==> config.mk <==
export PLATFORM = sky130hd
export DESIGN_NAME = edge_data_control
export DESIGN_NICKNAME = d
export VERILOG_FILES = /design/src/logic/edge_data_pkg.sv /design/src/logic/edge_cmd_select.sv /design/src/logic/edge_data_control.sv /design/src/logic/retry_backoff_timer.sv /design/src/logic/sync_fifo.sv /design/src/logic/wb_read_fsm.sv
export SDC_FILE = /design/constraint.sdc
export NUM_CORES = 1
export LEC_CHECK = 0
export BUFFER_PORTS_ARGS = -buffer_cell sky130_fd_sc_hd__buf_2
export CAP_MARGIN = 20
export CORE_MARGIN = 1
export CORE_UTILIZATION = 55
export DETAILED_ROUTE_END_ITERATION = 8
export GPL_TIMING_DRIVEN = 0
export PLACE_DENSITY = 0.72
export SETUP_SLACK_MARGIN = 0.15
export SYNTH_ARGS = -nofsm -noshare
export SYNTH_HDL_FRONTEND = slang
export SYNTH_HIERARCHICAL = 1
export SYNTH_SLANG_ARGS = --single-unit
==> constraint.sdc <==
create_clock -name clock -period 8.1 [get_ports clock]
set_clock_uncertainty 0.1 [all_clocks]
set_input_delay 1.62 -clock clock [delete_from_list [all_inputs] [get_ports clock]]
set_output_delay 1.62 -clock clock [all_outputs]
set_load 0.03 [all_outputs]
==> src/logic/edge_data_pkg.sv <==
package edge_data_pkg;

	//////////////////////////////
	// Widths
	//////////////////////////////

	localparam int ADDR_W = 32;

	typedef logic [15:0] vertex_t;

	//////////////////////////////
	// Enums
	//////////////////////////////

	// Where the held command came from
	typedef enum logic {
		SRC_JOB,
		SRC_RETRY
	} cmd_src_e;

	typedef enum logic [1:0] {
		ST_IDLE,
		ST_LOAD,
		ST_BUS
	} rd_state_e;

	//////////////////////////////
	// Structs
	//////////////////////////////

	typedef struct packed {
		logic    valid;
		vertex_t dest;
	} edge_job_t;

	typedef struct packed {
		logic        valid;
		vertex_t     dest;
		logic [31:0] data;
		logic        error;
	} edge_data_t;

	typedef struct packed {
		logic              enable;
		logic [ADDR_W-1:0] data_base;
	} cu_config_t;

	// One read in flight or waiting for reissue
	typedef struct packed {
		logic              valid;
		vertex_t           dest;
		logic [ADDR_W-1:0] address;
		logic [3:0]        retries;
		cmd_src_e          src;
	} read_cmd_t;

	// Wishbone classic master outputs
	typedef struct packed {
		logic              cyc;
		logic              stb;
		logic              we;
		logic [ADDR_W-1:0] adr;
		logic [3:0]        sel;
	} wb_req_t;

	// Wishbone classic slave outputs
	typedef struct packed {
		logic        ack;
		logic        err;
		logic        rty;
		logic [31:0] dat;
	} wb_rsp_t;

endpackage

==> src/logic/edge_cmd_select.sv <==
`timescale 1ns/1ps

module edge_cmd_select import edge_data_pkg::*; #(
	parameter int MAX_RETRIES = 3
) (
	input  logic              clock,
	input  logic              rstn,
	input  logic              load,
	input  cmd_src_e          src,
	input  logic [ADDR_W-1:0] data_base,
	input  edge_job_t         job_head,
	input  read_cmd_t         retry_head,
	output logic              job_pop,
	output logic              retry_pop,
	output read_cmd_t         cmd,
	output logic              retry_exhausted
);

	read_cmd_t new_cmd;

	//////////////////////////////
	// Command built from a job
	//////////////////////////////

	always_comb begin
		new_cmd         = '0;
		new_cmd.valid   = job_head.valid;
		new_cmd.dest    = job_head.dest;
		// One 32-bit word per vertex
		new_cmd.address = data_base + {{(ADDR_W - 18){1'b0}}, job_head.dest, 2'b00};
		new_cmd.retries = '0;
		new_cmd.src     = SRC_JOB;
	end

	always_ff @(posedge clock or negedge rstn) begin
		if (!rstn) begin
			cmd <= '0;
		end else if (load) begin
			if (src == SRC_RETRY) begin
				cmd         <= retry_head;
				cmd.retries <= retry_head.retries + 1'b1;
				cmd.src     <= SRC_RETRY;
			end else begin
				cmd <= new_cmd;
			end
		end
	end

	// Pop whichever queue the command came from
	assign job_pop   = load && (src == SRC_JOB);
	assign retry_pop = load && (src == SRC_RETRY);

	assign retry_exhausted = (cmd.retries >= 4'(MAX_RETRIES));

endmodule

==> src/logic/edge_data_control.sv <==
`timescale 1ns/1ps

module edge_data_control import edge_data_pkg::*; #(
	parameter int JOB_DEPTH   = 8,
	parameter int DATA_DEPTH  = 8,
	parameter int RETRY_DELAY = 6,
	parameter int MAX_RETRIES = 3
) (
	input  logic       clock,
	input  logic       rstn,
	input  cu_config_t cfg,
	input  edge_job_t  edge_job,
	output logic       edge_request,
	output edge_data_t edge_data,
	input  logic       data_request,
	output wb_req_t    wb_req,
	input  wb_rsp_t    wb_rsp
);

	edge_job_t  job_head;
	read_cmd_t  retry_head;
	read_cmd_t  cmd;
	edge_data_t data_word;
	cmd_src_e   src;
	logic       job_alfull;
	logic       job_avail;
	logic       job_pop;
	logic       retry_avail;
	logic       retry_full;
	logic       retry_pop;
	logic       retry_push;
	logic       data_full;
	logic       data_push;
	logic       load;
	logic       retry_exhausted;
	logic       timer_start;
	logic       timer_ready;

	// Two-entry margin covers a job already on its way
	assign edge_request = !job_alfull;

	//////////////////////////////
	// Queues
	//////////////////////////////

	sync_fifo #(.WIDTH($bits(edge_job_t)), .DEPTH(JOB_DEPTH)) job_fifo_i (
		.clock(clock), .rstn(rstn),
		.push(edge_job.valid), .data_in(edge_job), .pop(job_pop), .data_out(job_head),
		.valid(job_avail), .empty(), .full(), .alfull(job_alfull)
	);

	sync_fifo #(.WIDTH($bits(read_cmd_t)), .DEPTH(JOB_DEPTH)) retry_fifo_i (
		.clock(clock), .rstn(rstn),
		.push(retry_push), .data_in(cmd), .pop(retry_pop), .data_out(retry_head),
		.valid(retry_avail), .empty(), .full(retry_full), .alfull()
	);

	sync_fifo #(.WIDTH($bits(edge_data_t)), .DEPTH(DATA_DEPTH)) data_fifo_i (
		.clock(clock), .rstn(rstn),
		.push(data_push), .data_in(data_word), .pop(data_request), .data_out(edge_data),
		.valid(), .empty(), .full(data_full), .alfull()
	);

	//////////////////////////////
	// Command path and control
	//////////////////////////////

	edge_cmd_select #(.MAX_RETRIES(MAX_RETRIES)) edge_cmd_select_i (
		.clock(clock), .rstn(rstn), .load(load), .src(src), .data_base(cfg.data_base),
		.job_head(job_head), .retry_head(retry_head), .job_pop(job_pop),
		.retry_pop(retry_pop), .cmd(cmd), .retry_exhausted(retry_exhausted)
	);

	retry_backoff_timer #(.RETRY_DELAY(RETRY_DELAY)) retry_backoff_timer_i (
		.clock(clock), .rstn(rstn), .start(timer_start), .ready(timer_ready)
	);

	wb_read_fsm wb_read_fsm_i (
		.clock(clock), .rstn(rstn), .enable(cfg.enable),
		.job_avail(job_avail), .retry_avail(retry_avail), .timer_ready(timer_ready),
		.data_full(data_full), .retry_full(retry_full),
		.cmd(cmd), .retry_exhausted(retry_exhausted), .load(load), .src(src),
		.wb_req(wb_req), .wb_rsp(wb_rsp), .retry_push(retry_push),
		.timer_start(timer_start), .data_push(data_push), .data_word(data_word)
	);

endmodule

==> src/logic/retry_backoff_timer.sv <==
`timescale 1ns/1ps

module retry_backoff_timer #(
	parameter int RETRY_DELAY = 6
) (
	input  logic clock,
	input  logic rstn,
	input  logic start,
	output logic ready
);

	localparam int CNT_W = $clog2(RETRY_DELAY + 1);

	logic [CNT_W-1:0] count;

	//////////////////////////////
	// Backoff countdown
	//////////////////////////////

	always_ff @(posedge clock or negedge rstn) begin
		if (!rstn) begin
			count <= '0;
		end else if (start) begin
			count <= CNT_W'(RETRY_DELAY);
		end else if (count != '0) begin
			count <= count - 1'b1;
		end
	end

	// Retry queue may be served once the count is spent
	assign ready = (count == '0);

endmodule

==> src/logic/sync_fifo.sv <==
`timescale 1ns/1ps

module sync_fifo #(
	parameter int WIDTH = 32,
	parameter int DEPTH = 8
) (
	input  logic             clock,
	input  logic             rstn,
	input  logic             push,
	input  logic [WIDTH-1:0] data_in,
	input  logic             pop,
	output logic [WIDTH-1:0] data_out,
	output logic             valid,
	output logic             empty,
	output logic             full,
	output logic             alfull
);

	localparam int PTR_W = (DEPTH > 1) ? $clog2(DEPTH) : 1;
	localparam int CNT_W = $clog2(DEPTH + 1);

	logic [WIDTH-1:0] mem [DEPTH];
	logic [PTR_W-1:0] wr_ptr;
	logic [PTR_W-1:0] rd_ptr;
	logic [CNT_W-1:0] count;
	logic             do_push;
	logic             do_pop;

	// Requests beyond the limits are dropped
	assign do_push = push && !full;
	assign do_pop  = pop && !empty;

	always_ff @(posedge clock) begin
		if (do_push) begin
			mem[wr_ptr] <= data_in;
		end
	end

	always_ff @(posedge clock or negedge rstn) begin
		if (!rstn) begin
			wr_ptr <= '0;
			rd_ptr <= '0;
			count  <= '0;
		end else begin
			if (do_push)
				wr_ptr <= (wr_ptr == PTR_W'(DEPTH - 1)) ? '0 : wr_ptr + 1'b1;
			if (do_pop)
				rd_ptr <= (rd_ptr == PTR_W'(DEPTH - 1)) ? '0 : rd_ptr + 1'b1;
			if (do_push && !do_pop)
				count <= count + 1'b1;
			else if (do_pop && !do_push)
				count <= count - 1'b1;
		end
	end

	// Head entry shown ahead and forced to zero while empty
	assign data_out = empty ? '0 : mem[rd_ptr];
	assign empty    = (count == '0);
	assign valid    = !empty;
	assign full     = (count == CNT_W'(DEPTH));
	assign alfull   = (count >= CNT_W'(DEPTH - 2));

endmodule

==> src/logic/wb_read_fsm.sv <==
`timescale 1ns/1ps

module wb_read_fsm import edge_data_pkg::*; (
	input  logic       clock,
	input  logic       rstn,
	input  logic       enable,
	input  logic       job_avail,
	input  logic       retry_avail,
	input  logic       timer_ready,
	input  logic       data_full,
	input  logic       retry_full,
	input  read_cmd_t  cmd,
	input  logic       retry_exhausted,
	output logic       load,
	output cmd_src_e   src,
	output wb_req_t    wb_req,
	input  wb_rsp_t    wb_rsp,
	output logic       retry_push,
	output logic       timer_start,
	output logic       data_push,
	output edge_data_t data_word
);

	rd_state_e state;
	logic      can_start;
	logic      rsp_seen;

	// Room guaranteed for whatever the next response pushes
	assign can_start = enable && !data_full && !retry_full;
	assign rsp_seen  = (state == ST_BUS) && (wb_rsp.ack || wb_rsp.err || wb_rsp.rty);

	//////////////////////////////
	// Source choice
	//////////////////////////////

	always_comb begin
		load = 1'b0;
		src  = SRC_JOB;
		if (state == ST_IDLE && can_start) begin
			// Retries first, but only after their backoff
			if (retry_avail && timer_ready) begin
				load = 1'b1;
				src  = SRC_RETRY;
			end else if (job_avail) begin
				load = 1'b1;
			end
		end
	end

	//////////////////////////////
	// State and bus request
	//////////////////////////////

	always_ff @(posedge clock or negedge rstn) begin
		if (!rstn) begin
			state  <= ST_IDLE;
			wb_req <= '0;
		end else begin
			case (state)
				ST_IDLE: begin
					if (load)
						state <= ST_LOAD;
				end
				ST_LOAD: begin
					wb_req.cyc <= cmd.valid;
					wb_req.stb <= cmd.valid;
					wb_req.we  <= 1'b0;
					wb_req.adr <= cmd.address;
					wb_req.sel <= 4'hf;
					state      <= cmd.valid ? ST_BUS : ST_IDLE;
				end
				ST_BUS: begin
					// Exactly one response ends the cycle
					if (rsp_seen) begin
						wb_req.cyc <= 1'b0;
						wb_req.stb <= 1'b0;
						state      <= ST_IDLE;
					end
				end
				default: state <= ST_IDLE;
			endcase
		end
	end

	//////////////////////////////
	// Result routing
	//////////////////////////////

	assign retry_push  = rsp_seen && wb_rsp.rty && !retry_exhausted;
	assign timer_start = retry_push;
	assign data_push   = rsp_seen && (wb_rsp.ack || wb_rsp.err || retry_exhausted);

	always_comb begin
		data_word       = '0;
		data_word.valid = cmd.valid;
		data_word.dest  = cmd.dest;
		data_word.data  = wb_rsp.ack ? wb_rsp.dat : 32'h0;
		data_word.error = !wb_rsp.ack;
	end

endmodule

## After elaboration in Yosys (flattened, before gate mapping)

Memories as Yosys holds them, arrays and structs flattened.
Cells that the tools add are included.

| cells by class | value |
|---|---|
| add/sub/neg operators | 15 |
| multipliers | 0 |
| div/mod/pow operators | 0 |
| magnitude comparators | 2 |
| equal/unequal tests | 13 |
| shifts and indexed selects | 0 |
| muxes and demuxes | 35 |
| bitwise logic cells | 1 |
| reductions and logical operators | 53 |

Operator list:

| operator | number |
|---|---|
| 54-bit 2-to-1 mux | 2 |
| 50-bit 2-to-1 mux | 1 |
| 32-bit by 18-bit adder with 32-bit output | 1 |
| 32-bit 2-to-1 mux | 1 |
| 3-bit 2-to-1 mux | 8 |
| 4-bit 2-to-1 mux | 6 |
| 1-bit logical AND | 22 |
| 3-bit by 1-bit adder with 3-bit output (second input constant) | 6 |
| 3-bit == test (second input constant) | 6 |
| 17-bit 2-to-1 mux | 1 |
| 4-bit by 1-bit adder with 4-bit output (second input constant) | 4 |
| 1-bit zero test | 15 |
| 4-bit == test (second input constant) | 3 |
| 4-bit zero test | 3 |
| 4-bit by 1-bit subtractor with 4-bit output (second input constant) | 3 |
| 1-bit 2-to-1 mux | 11 |
| 2-bit nonzero test | 5 |
| 2-bit 2-to-1 mux | 3 |
| 2-bit one-hot mux with 3 select lines | 1 |
| 4-bit by 2-bit greater-or-equal comparator with 1-bit output (second input constant) | 1 |
| 4-bit by 3-bit greater-or-equal comparator with 1-bit output (second input constant) | 1 |
| 2-bit one-hot mux with 2 select lines | 1 |
| 2-bit AND reduction | 2 |
| 3-bit zero test | 1 |
| 9 further kinds | 11 |

| word-level totals | value |
|---|---|
| bits in registers | 124 |
| latch bits | 0 |
| memory bits (writable) | 968 |
| memory bits (read-only) | 0 |
| input port bits | 88 |
| output and inout bits | 90 |
| memories | 3 |

Memory list:

| name | words | width | rd ports | clocked after memory_dff | write ports | line | text |
|---|---|---|---|---|---|---|---|
| retry_fifo_i.mem | 8 | 54 | 1 | 0 | 1 | sync_fifo.sv:22 | `logic [WIDTH-1:0] mem [DEPTH];` |
| data_fifo_i.mem | 8 | 50 | 1 | 0 | 1 | sync_fifo.sv:22 |  |
| job_fifo_i.mem | 8 | 17 | 1 | 0 | 1 | sync_fifo.sv:22 |  |

## Logic depth before layout (Yosys ltp)

| logic depth | value |
|---|---|
| depth in word-level cells | 12 |
| gate-level depth with buffers | 17 |
| gate-level depth less buffers | 15 |

## Modules after synthesis

The synthesis kept the hierarchy.

Modules (own cells, without submodules):

| module | times used | cells an instance | area each (um^2) | sequential area each (um^2) |
|---|---|---|---|---|
| sync_fifo (retry_fifo_i) | 1 | 697 | 16,782.3 | 13,222.7 |
| sync_fifo (data_fifo_i) | 1 | 653 | 15,605.0 | 12,261.8 |
| sync_fifo (job_fifo_i) | 1 | 268 | 5,809.3 | 4,334.2 |
| edge_cmd_select | 1 | 405 | 3,482.1 | 1,351.3 |
| wb_read_fsm | 1 | 154 | 1,938.1 | 900.9 |
| retry_backoff_timer | 1 | 17 | 185.2 | 75.1 |
| edge_data_control | 1 | 1 | 3.8 | 0.0 |

## Worst setup path after synthesis

No wires, ideal clock.

| path | value |
|---|---|
| kind | input to register |
| from | input wb_rsp[32] in the netlist's numbering |
| to | memory retry_fifo_i/mem[0][0] in the netlist's numbering (enable) |
| data arrival time | 7,250 ps |
| setup slack | 151 ps |
| stages on the path | 3 |
| cells stage by stage | nor3b_1 -> nand2_2 -> nor4_1 |

| on the way | value |
|---|---|
| longest elaborated chain between the ends | 7 |

Ends and longest elaborated chain:

| element | line | text |
|---|---|---|
| start, declared | edge_data_control.sv:17 | `input wb_rsp_t wb_rsp` |
| 1-bit logical OR | wb_read_fsm.sv:30 | `assign rsp_seen = (state == ST_BUS) && (wb_rsp.ack \|\| wb_rsp.err \|\| wb_rsp.rty);` |
| 1-bit logical AND | wb_read_fsm.sv:30 |  |
| 1-bit logical AND (*) (2 in series) | wb_read_fsm.sv:89 | `assign retry_push = rsp_seen && wb_rsp.rty && !retry_exhausted;` |
| 1-bit logical AND (*) | sync_fifo.sv:30 | `assign do_push = push && !full;` |
| 1-bit 2-to-1 mux (*) | sync_fifo.sv:34 | `if (do_push) begin` |
| 1-bit 2-to-1 mux (implied by the code) (*) | sync_fifo.sv:35 | `mem[wr_ptr] <= data_in;` |
| end, declared | sync_fifo.sv:22 |  |

Every way passes the cells marked *; elsewhere a longest branch is shown, timed or not.

## Worst setup path after layout

| path | value |
|---|---|
| from | input cfg[32] in the netlist's numbering |
| to | register job_fifo_i.count[3] |

| on the way | value |
|---|---|
| elaborated cells on any way between the ends | 13 |

RTL lines:

| element | line | text |
|---|---|---|
| start, declared | edge_data_control.sv:11 | `input cu_config_t cfg,` |
| 1-bit logical AND (*) (2 in series) | wb_read_fsm.sv:29 | `assign can_start = enable && !data_full && !retry_full;` |
| 1-bit logical AND (*) | wb_read_fsm.sv:39 | `if (state == ST_IDLE && can_start) begin` |
| 1-bit 2-to-1 mux (*) | wb_read_fsm.sv:39 |  |
| net load | edge_data_control.sv:34 | `logic load;` |
| 1-bit logical AND (*) | edge_cmd_select.sv:50 | `assign job_pop = load && (src == SRC_JOB);` |
| net job_pop | edge_data_control.sv:27 | `logic job_pop;` |
| 1-bit logical AND (*) | sync_fifo.sv:31 | `assign do_pop = pop && !empty;` |
| 1-bit zero test | sync_fifo.sv:49 | `if (do_push && !do_pop)` |
| 1-bit logical AND | sync_fifo.sv:49 |  |
| 4-bit 2-to-1 mux / 2-bit nonzero test (equally long branches) | n/a |  |
| end signal, assigned | sync_fifo.sv:50 | `count <= count + 1'b1;` |
| end signal, assigned | sync_fifo.sv:52 | `count <= count - 1'b1;` |
| end, declared | sync_fifo.sv:25 | `logic [CNT_W-1:0] count;` |

Mark *: on every way through the listed nets, which the timed path passes. The rest lies on a longest branch.
A chain may end at the register's enable or synchronous reset.

==> out/qor.txt <==
DIE
--------------------------------------------------------------------------------------------------
Starting Density                                                                             55.8%
Die area                                                                                 80100 µm²
Number of core rows                                                                            102
Horizontal die dimension                                                                    283 µm
# IOs                                                                                          178
Vertical extent of the die                                                                  283 µm
Core ar.                                                                                 77800 µm²

TIMING
--------------------------------------------------------------------------------------------------
Accumulated negative setup slack                                                              0 ns
Slew headroom                                                                                26.4%
Setup repair after global routing missed its margin                                          false
Count of pins over their slew limit                                                              0
Time the worst path needs with I/O delays and setup                                        5.11 ns
Final setup vio count                                                                            0
Final count of hold timing violations                                                            0
Worst-Margin Slew                                                                          1.10 ns
Post-route fraction of the period consumed by the critical path                              63.0%
Maximum achievable frequency                                                             0.196 GHz

LAYOUT
--------------------------------------------------------------------------------------------------
Post-layout nets                                                                              2685
Fin util                                                                                     64.7%
Final cell count without fillers                                                              3676
Count of filler cells inserted in the layout                                                  5152
Proportion of layout cells with a drive suffix above 1                                       31.7%
Count of inserted antenna diode cells                                                            0
Area added between synthesis and finish                                                      15.9%
Total non-filler cell area in the finished layout                                        50400 µm²

ROUTE
--------------------------------------------------------------------------------------------------
Number of vias per cell                                                                       6.14
Initial DRC Count                                                                             2074
Total Routed Length                                                                        98.9 mm
Avg WL per Cell                                                                            26.9 µm
DRC errors left                                                                                  0
Final antenna-violating net count                                                                0
Via Count                                                                                    22600
Number of iterations in the first detailed-routing pass                                          5

GRT
--------------------------------------------------------------------------------------------------
Pin count of the biggest net entering global routing                                            64
Met2 demand-to-capacity share in global routing                                              43.7%
Top Usage Layer GRT                                                                           met2
First-pass GRT wire length                                                                  150 mm
Met1 usage                                                                                   32.8%
GRT Overall Usage                                                                            25.2%
Number of antenna violations at the first check in global routing                                2
Fraction of met3 tracks used by global routing                                               3.91%
Total congestion overflow after global routing                                                   0
Number of global-route vias before repair                                                    24000

CLOCKING
--------------------------------------------------------------------------------------------------
Clock transition time at the flip-flop clock pins of the worst setup and hold paths        0.06 ns
Clock Tree Buf Depth                                                                             3
CTS tree                                                                                     built
Clock buffers created by TritonCTS                                                             107
Sinks on the clock net                                                                        1082
Clock tree root buffer cell                                                              clkbuf_16
H-tree depth                                                                                     3
Number of cells upsized or downsized after cts                                                   0
Hold-fix buffers, CTS                                                                            0
Clock latency on the worst-skew pair                                                       0.65 ns
Post-CTS setup-driven buffer insertion count                                                     0

SETUP PATH
--------------------------------------------------------------------------------------------------
Critical path type                                                                          in2reg
Number of cells on the worst reg-to-reg path                                                    15
Critical path cell sequence                                                           buf_2, nand3b_1, nor2_1, nand2_1, clkbuf_1, inv_1, o41ai_4, ha_1, inv_1, ha_1, or4_1, o211ai_1, o211ai_1
Critical Path AT                                                                           5.52 ns
Critical Path Start Type                                                                 input pin
Delay of the slowest critical-path stage                                                   0.86 ns
Maximum net fanout on the critical path                                                         10
Top Family by Delay on Critical Path                                                  simple AND/OR/NAND/NOR gates
CP Capture Type                                                                           register
Crit path required time                                                                    8.51 ns
Number of logic stages on the critical path including buffering                                 13
Cell at the slowest stage of the critical path                                              nor2_1
Buffering stage count on the worst path with inverters included                                  4

WORST HOLD PATH
--------------------------------------------------------------------------------------------------
Min-Delay Path Class                                                                       reg2reg
Worst hold stages                                                                                1

LOGIC SYNTHESIS
--------------------------------------------------------------------------------------------------
Syn. warnings                                                                                    6
Synthesized netlist net count                                                                 2310
Post-Synthesis Mean Instance Area                                                         20.0 µm²
Cell area after technology mapping                                                       43500 µm²
Gate count of the mapped netlist                                                              2178

PWR
--------------------------------------------------------------------------------------------------
Pwr/cell area                                                                           371 nW/µm²
Switch Pwr                                                                               0.00625 W
Lkg Pwr                                                                                    17.3 nW
Worst supply voltage drop on vdd                                                          0.205 mV
Fraction of power consumed by sequential logic                                               40.9%
Combinational fraction of design power                                                       33.1%
Switching part of the total                                                                  33.4%
Clock power share                                                                            26.0%
Total power of the final layout                                                           0.0187 W
Cell internal pwr                                                                         0.0125 W

PLACEMENT
--------------------------------------------------------------------------------------------------
Last weighted congestion value of the routability-driven placer                              0.814
DP HPWL                                                                                    66.4 mm
Total placed instance area                                                               46900 µm²
Buffers on Ports                                                                               176
Placed cell count                                                                             3484

FLOW RUN
--------------------------------------------------------------------------------------------------
Max-cap viol count                                                                               0

RUN STATUS
--------------------------------------------------------------------------------------------------
Status                                                                                   completed

[stage by stage]
stage | hold slack, ns | setup slack (ns)
6_report | 0.409 | 2.99
5_1_grt | 0.423 | 2.79
4_1_cts | 0.411 | 3.05
3_5_place_dp | 0.386 | 2.39
3_3_place_gp | 0.387 | -5.18
2_1_floorplan | 0.385 | 0.249
[per-layer routing]
layer / vias up / part of all wire (%)
li1: 9639 / -
met1: 11800 / 39
met2: 930 / 52
met3: 150 / 6.4
met4: 4 / 2.7
met5: - / 0.023
[flip-flops by register name, indices dropped and copies added (netlist names), 4 cells and up]
name                   cells
retry_fifo_i/mem         424
data_fifo_i/mem          400
job_fifo_i/mem           136
edge_cmd_select_i/cmd     53
wb_read_fsm_i/wb_req      34
data_fifo_i/count          4
job_fifo_i/count           4
retry_fifo_i/count         4
[final cells by class]
class                           instances  area, µm²  share of cell area, %
Buffer                                132        821                   1.63
Sequential cell                      1082      31900                   63.3
Multi-Input combinational cell        929      10800                   21.4
Tap cell                             1040       1300                   2.58
Inverter                               35        131                  0.261
Clock inverter                         47        460                  0.914
Clock buffer                          145       2990                   5.95
Timing Repair Buffer                  266       2020                   4.01
[power by group through the flow]
stage / clock network, W / logic (W) / registers (W)
final: 0.00486 / 0.00619 / 0.00765
after global routing: 0.00516 / 0.00659 / 0.00774
after CTS: 0.00494 / 0.00623 / 0.00765
after detailed placement: 0 / 0.00619 / 0.00776
after global placement: 0 / 0.00590 / 0.00773
after floorplan: 0 / 0.00418 / 0.00771
[worst paths after layout]
kind	start	end	slack (ns)
worst max-delay path	cfg[32]	job_fifo_i/count[3]	2.99
worst min-delay path	wb_read_fsm_i/wb_req[18]	wb_read_fsm_i/wb_req[18]	0.41
worst max register to register	data_fifo_i/count[0]	job_fifo_i/count[3]	3.08
worst min register to register	wb_read_fsm_i/wb_req[18]	wb_read_fsm_i/wb_req[18]	0.41
max in group asynchronous	rstn	retry_fifo_i/count[2]	6.18
min in group asynchronous	rstn	wb_read_fsm_i/wb_req[25]	0.88
[cell usage in the layout (no fill, tap or decap), types with 11 or more instances in the layout]
cell and instances:
edfxtp_1 960, mux4_2 240, buf_2 205, dfrtp_1 122, a22o_1 117, clkbuf_16 110
clkbuf_1 82, nor2_1 60, buf_6 58, a21oi_1 54, nand2_1 50, o21ai_0 42
buf_4 41, ha_1 40, inv_1 35, and2_1 33, mux2_4 32, mux2i_1 25
buf_8 20, nand3_1 20, mux2_2 19, xnor2_1 19, clkinv_1 18, clkinv_2 15
nand2b_1 14, nor2b_1 13, nor3_2 12, nor3_1 12, xor2_1 12, clkbuf_8 11
buf_12 11
Note: power is estimated with default switching activity, not from simulation.
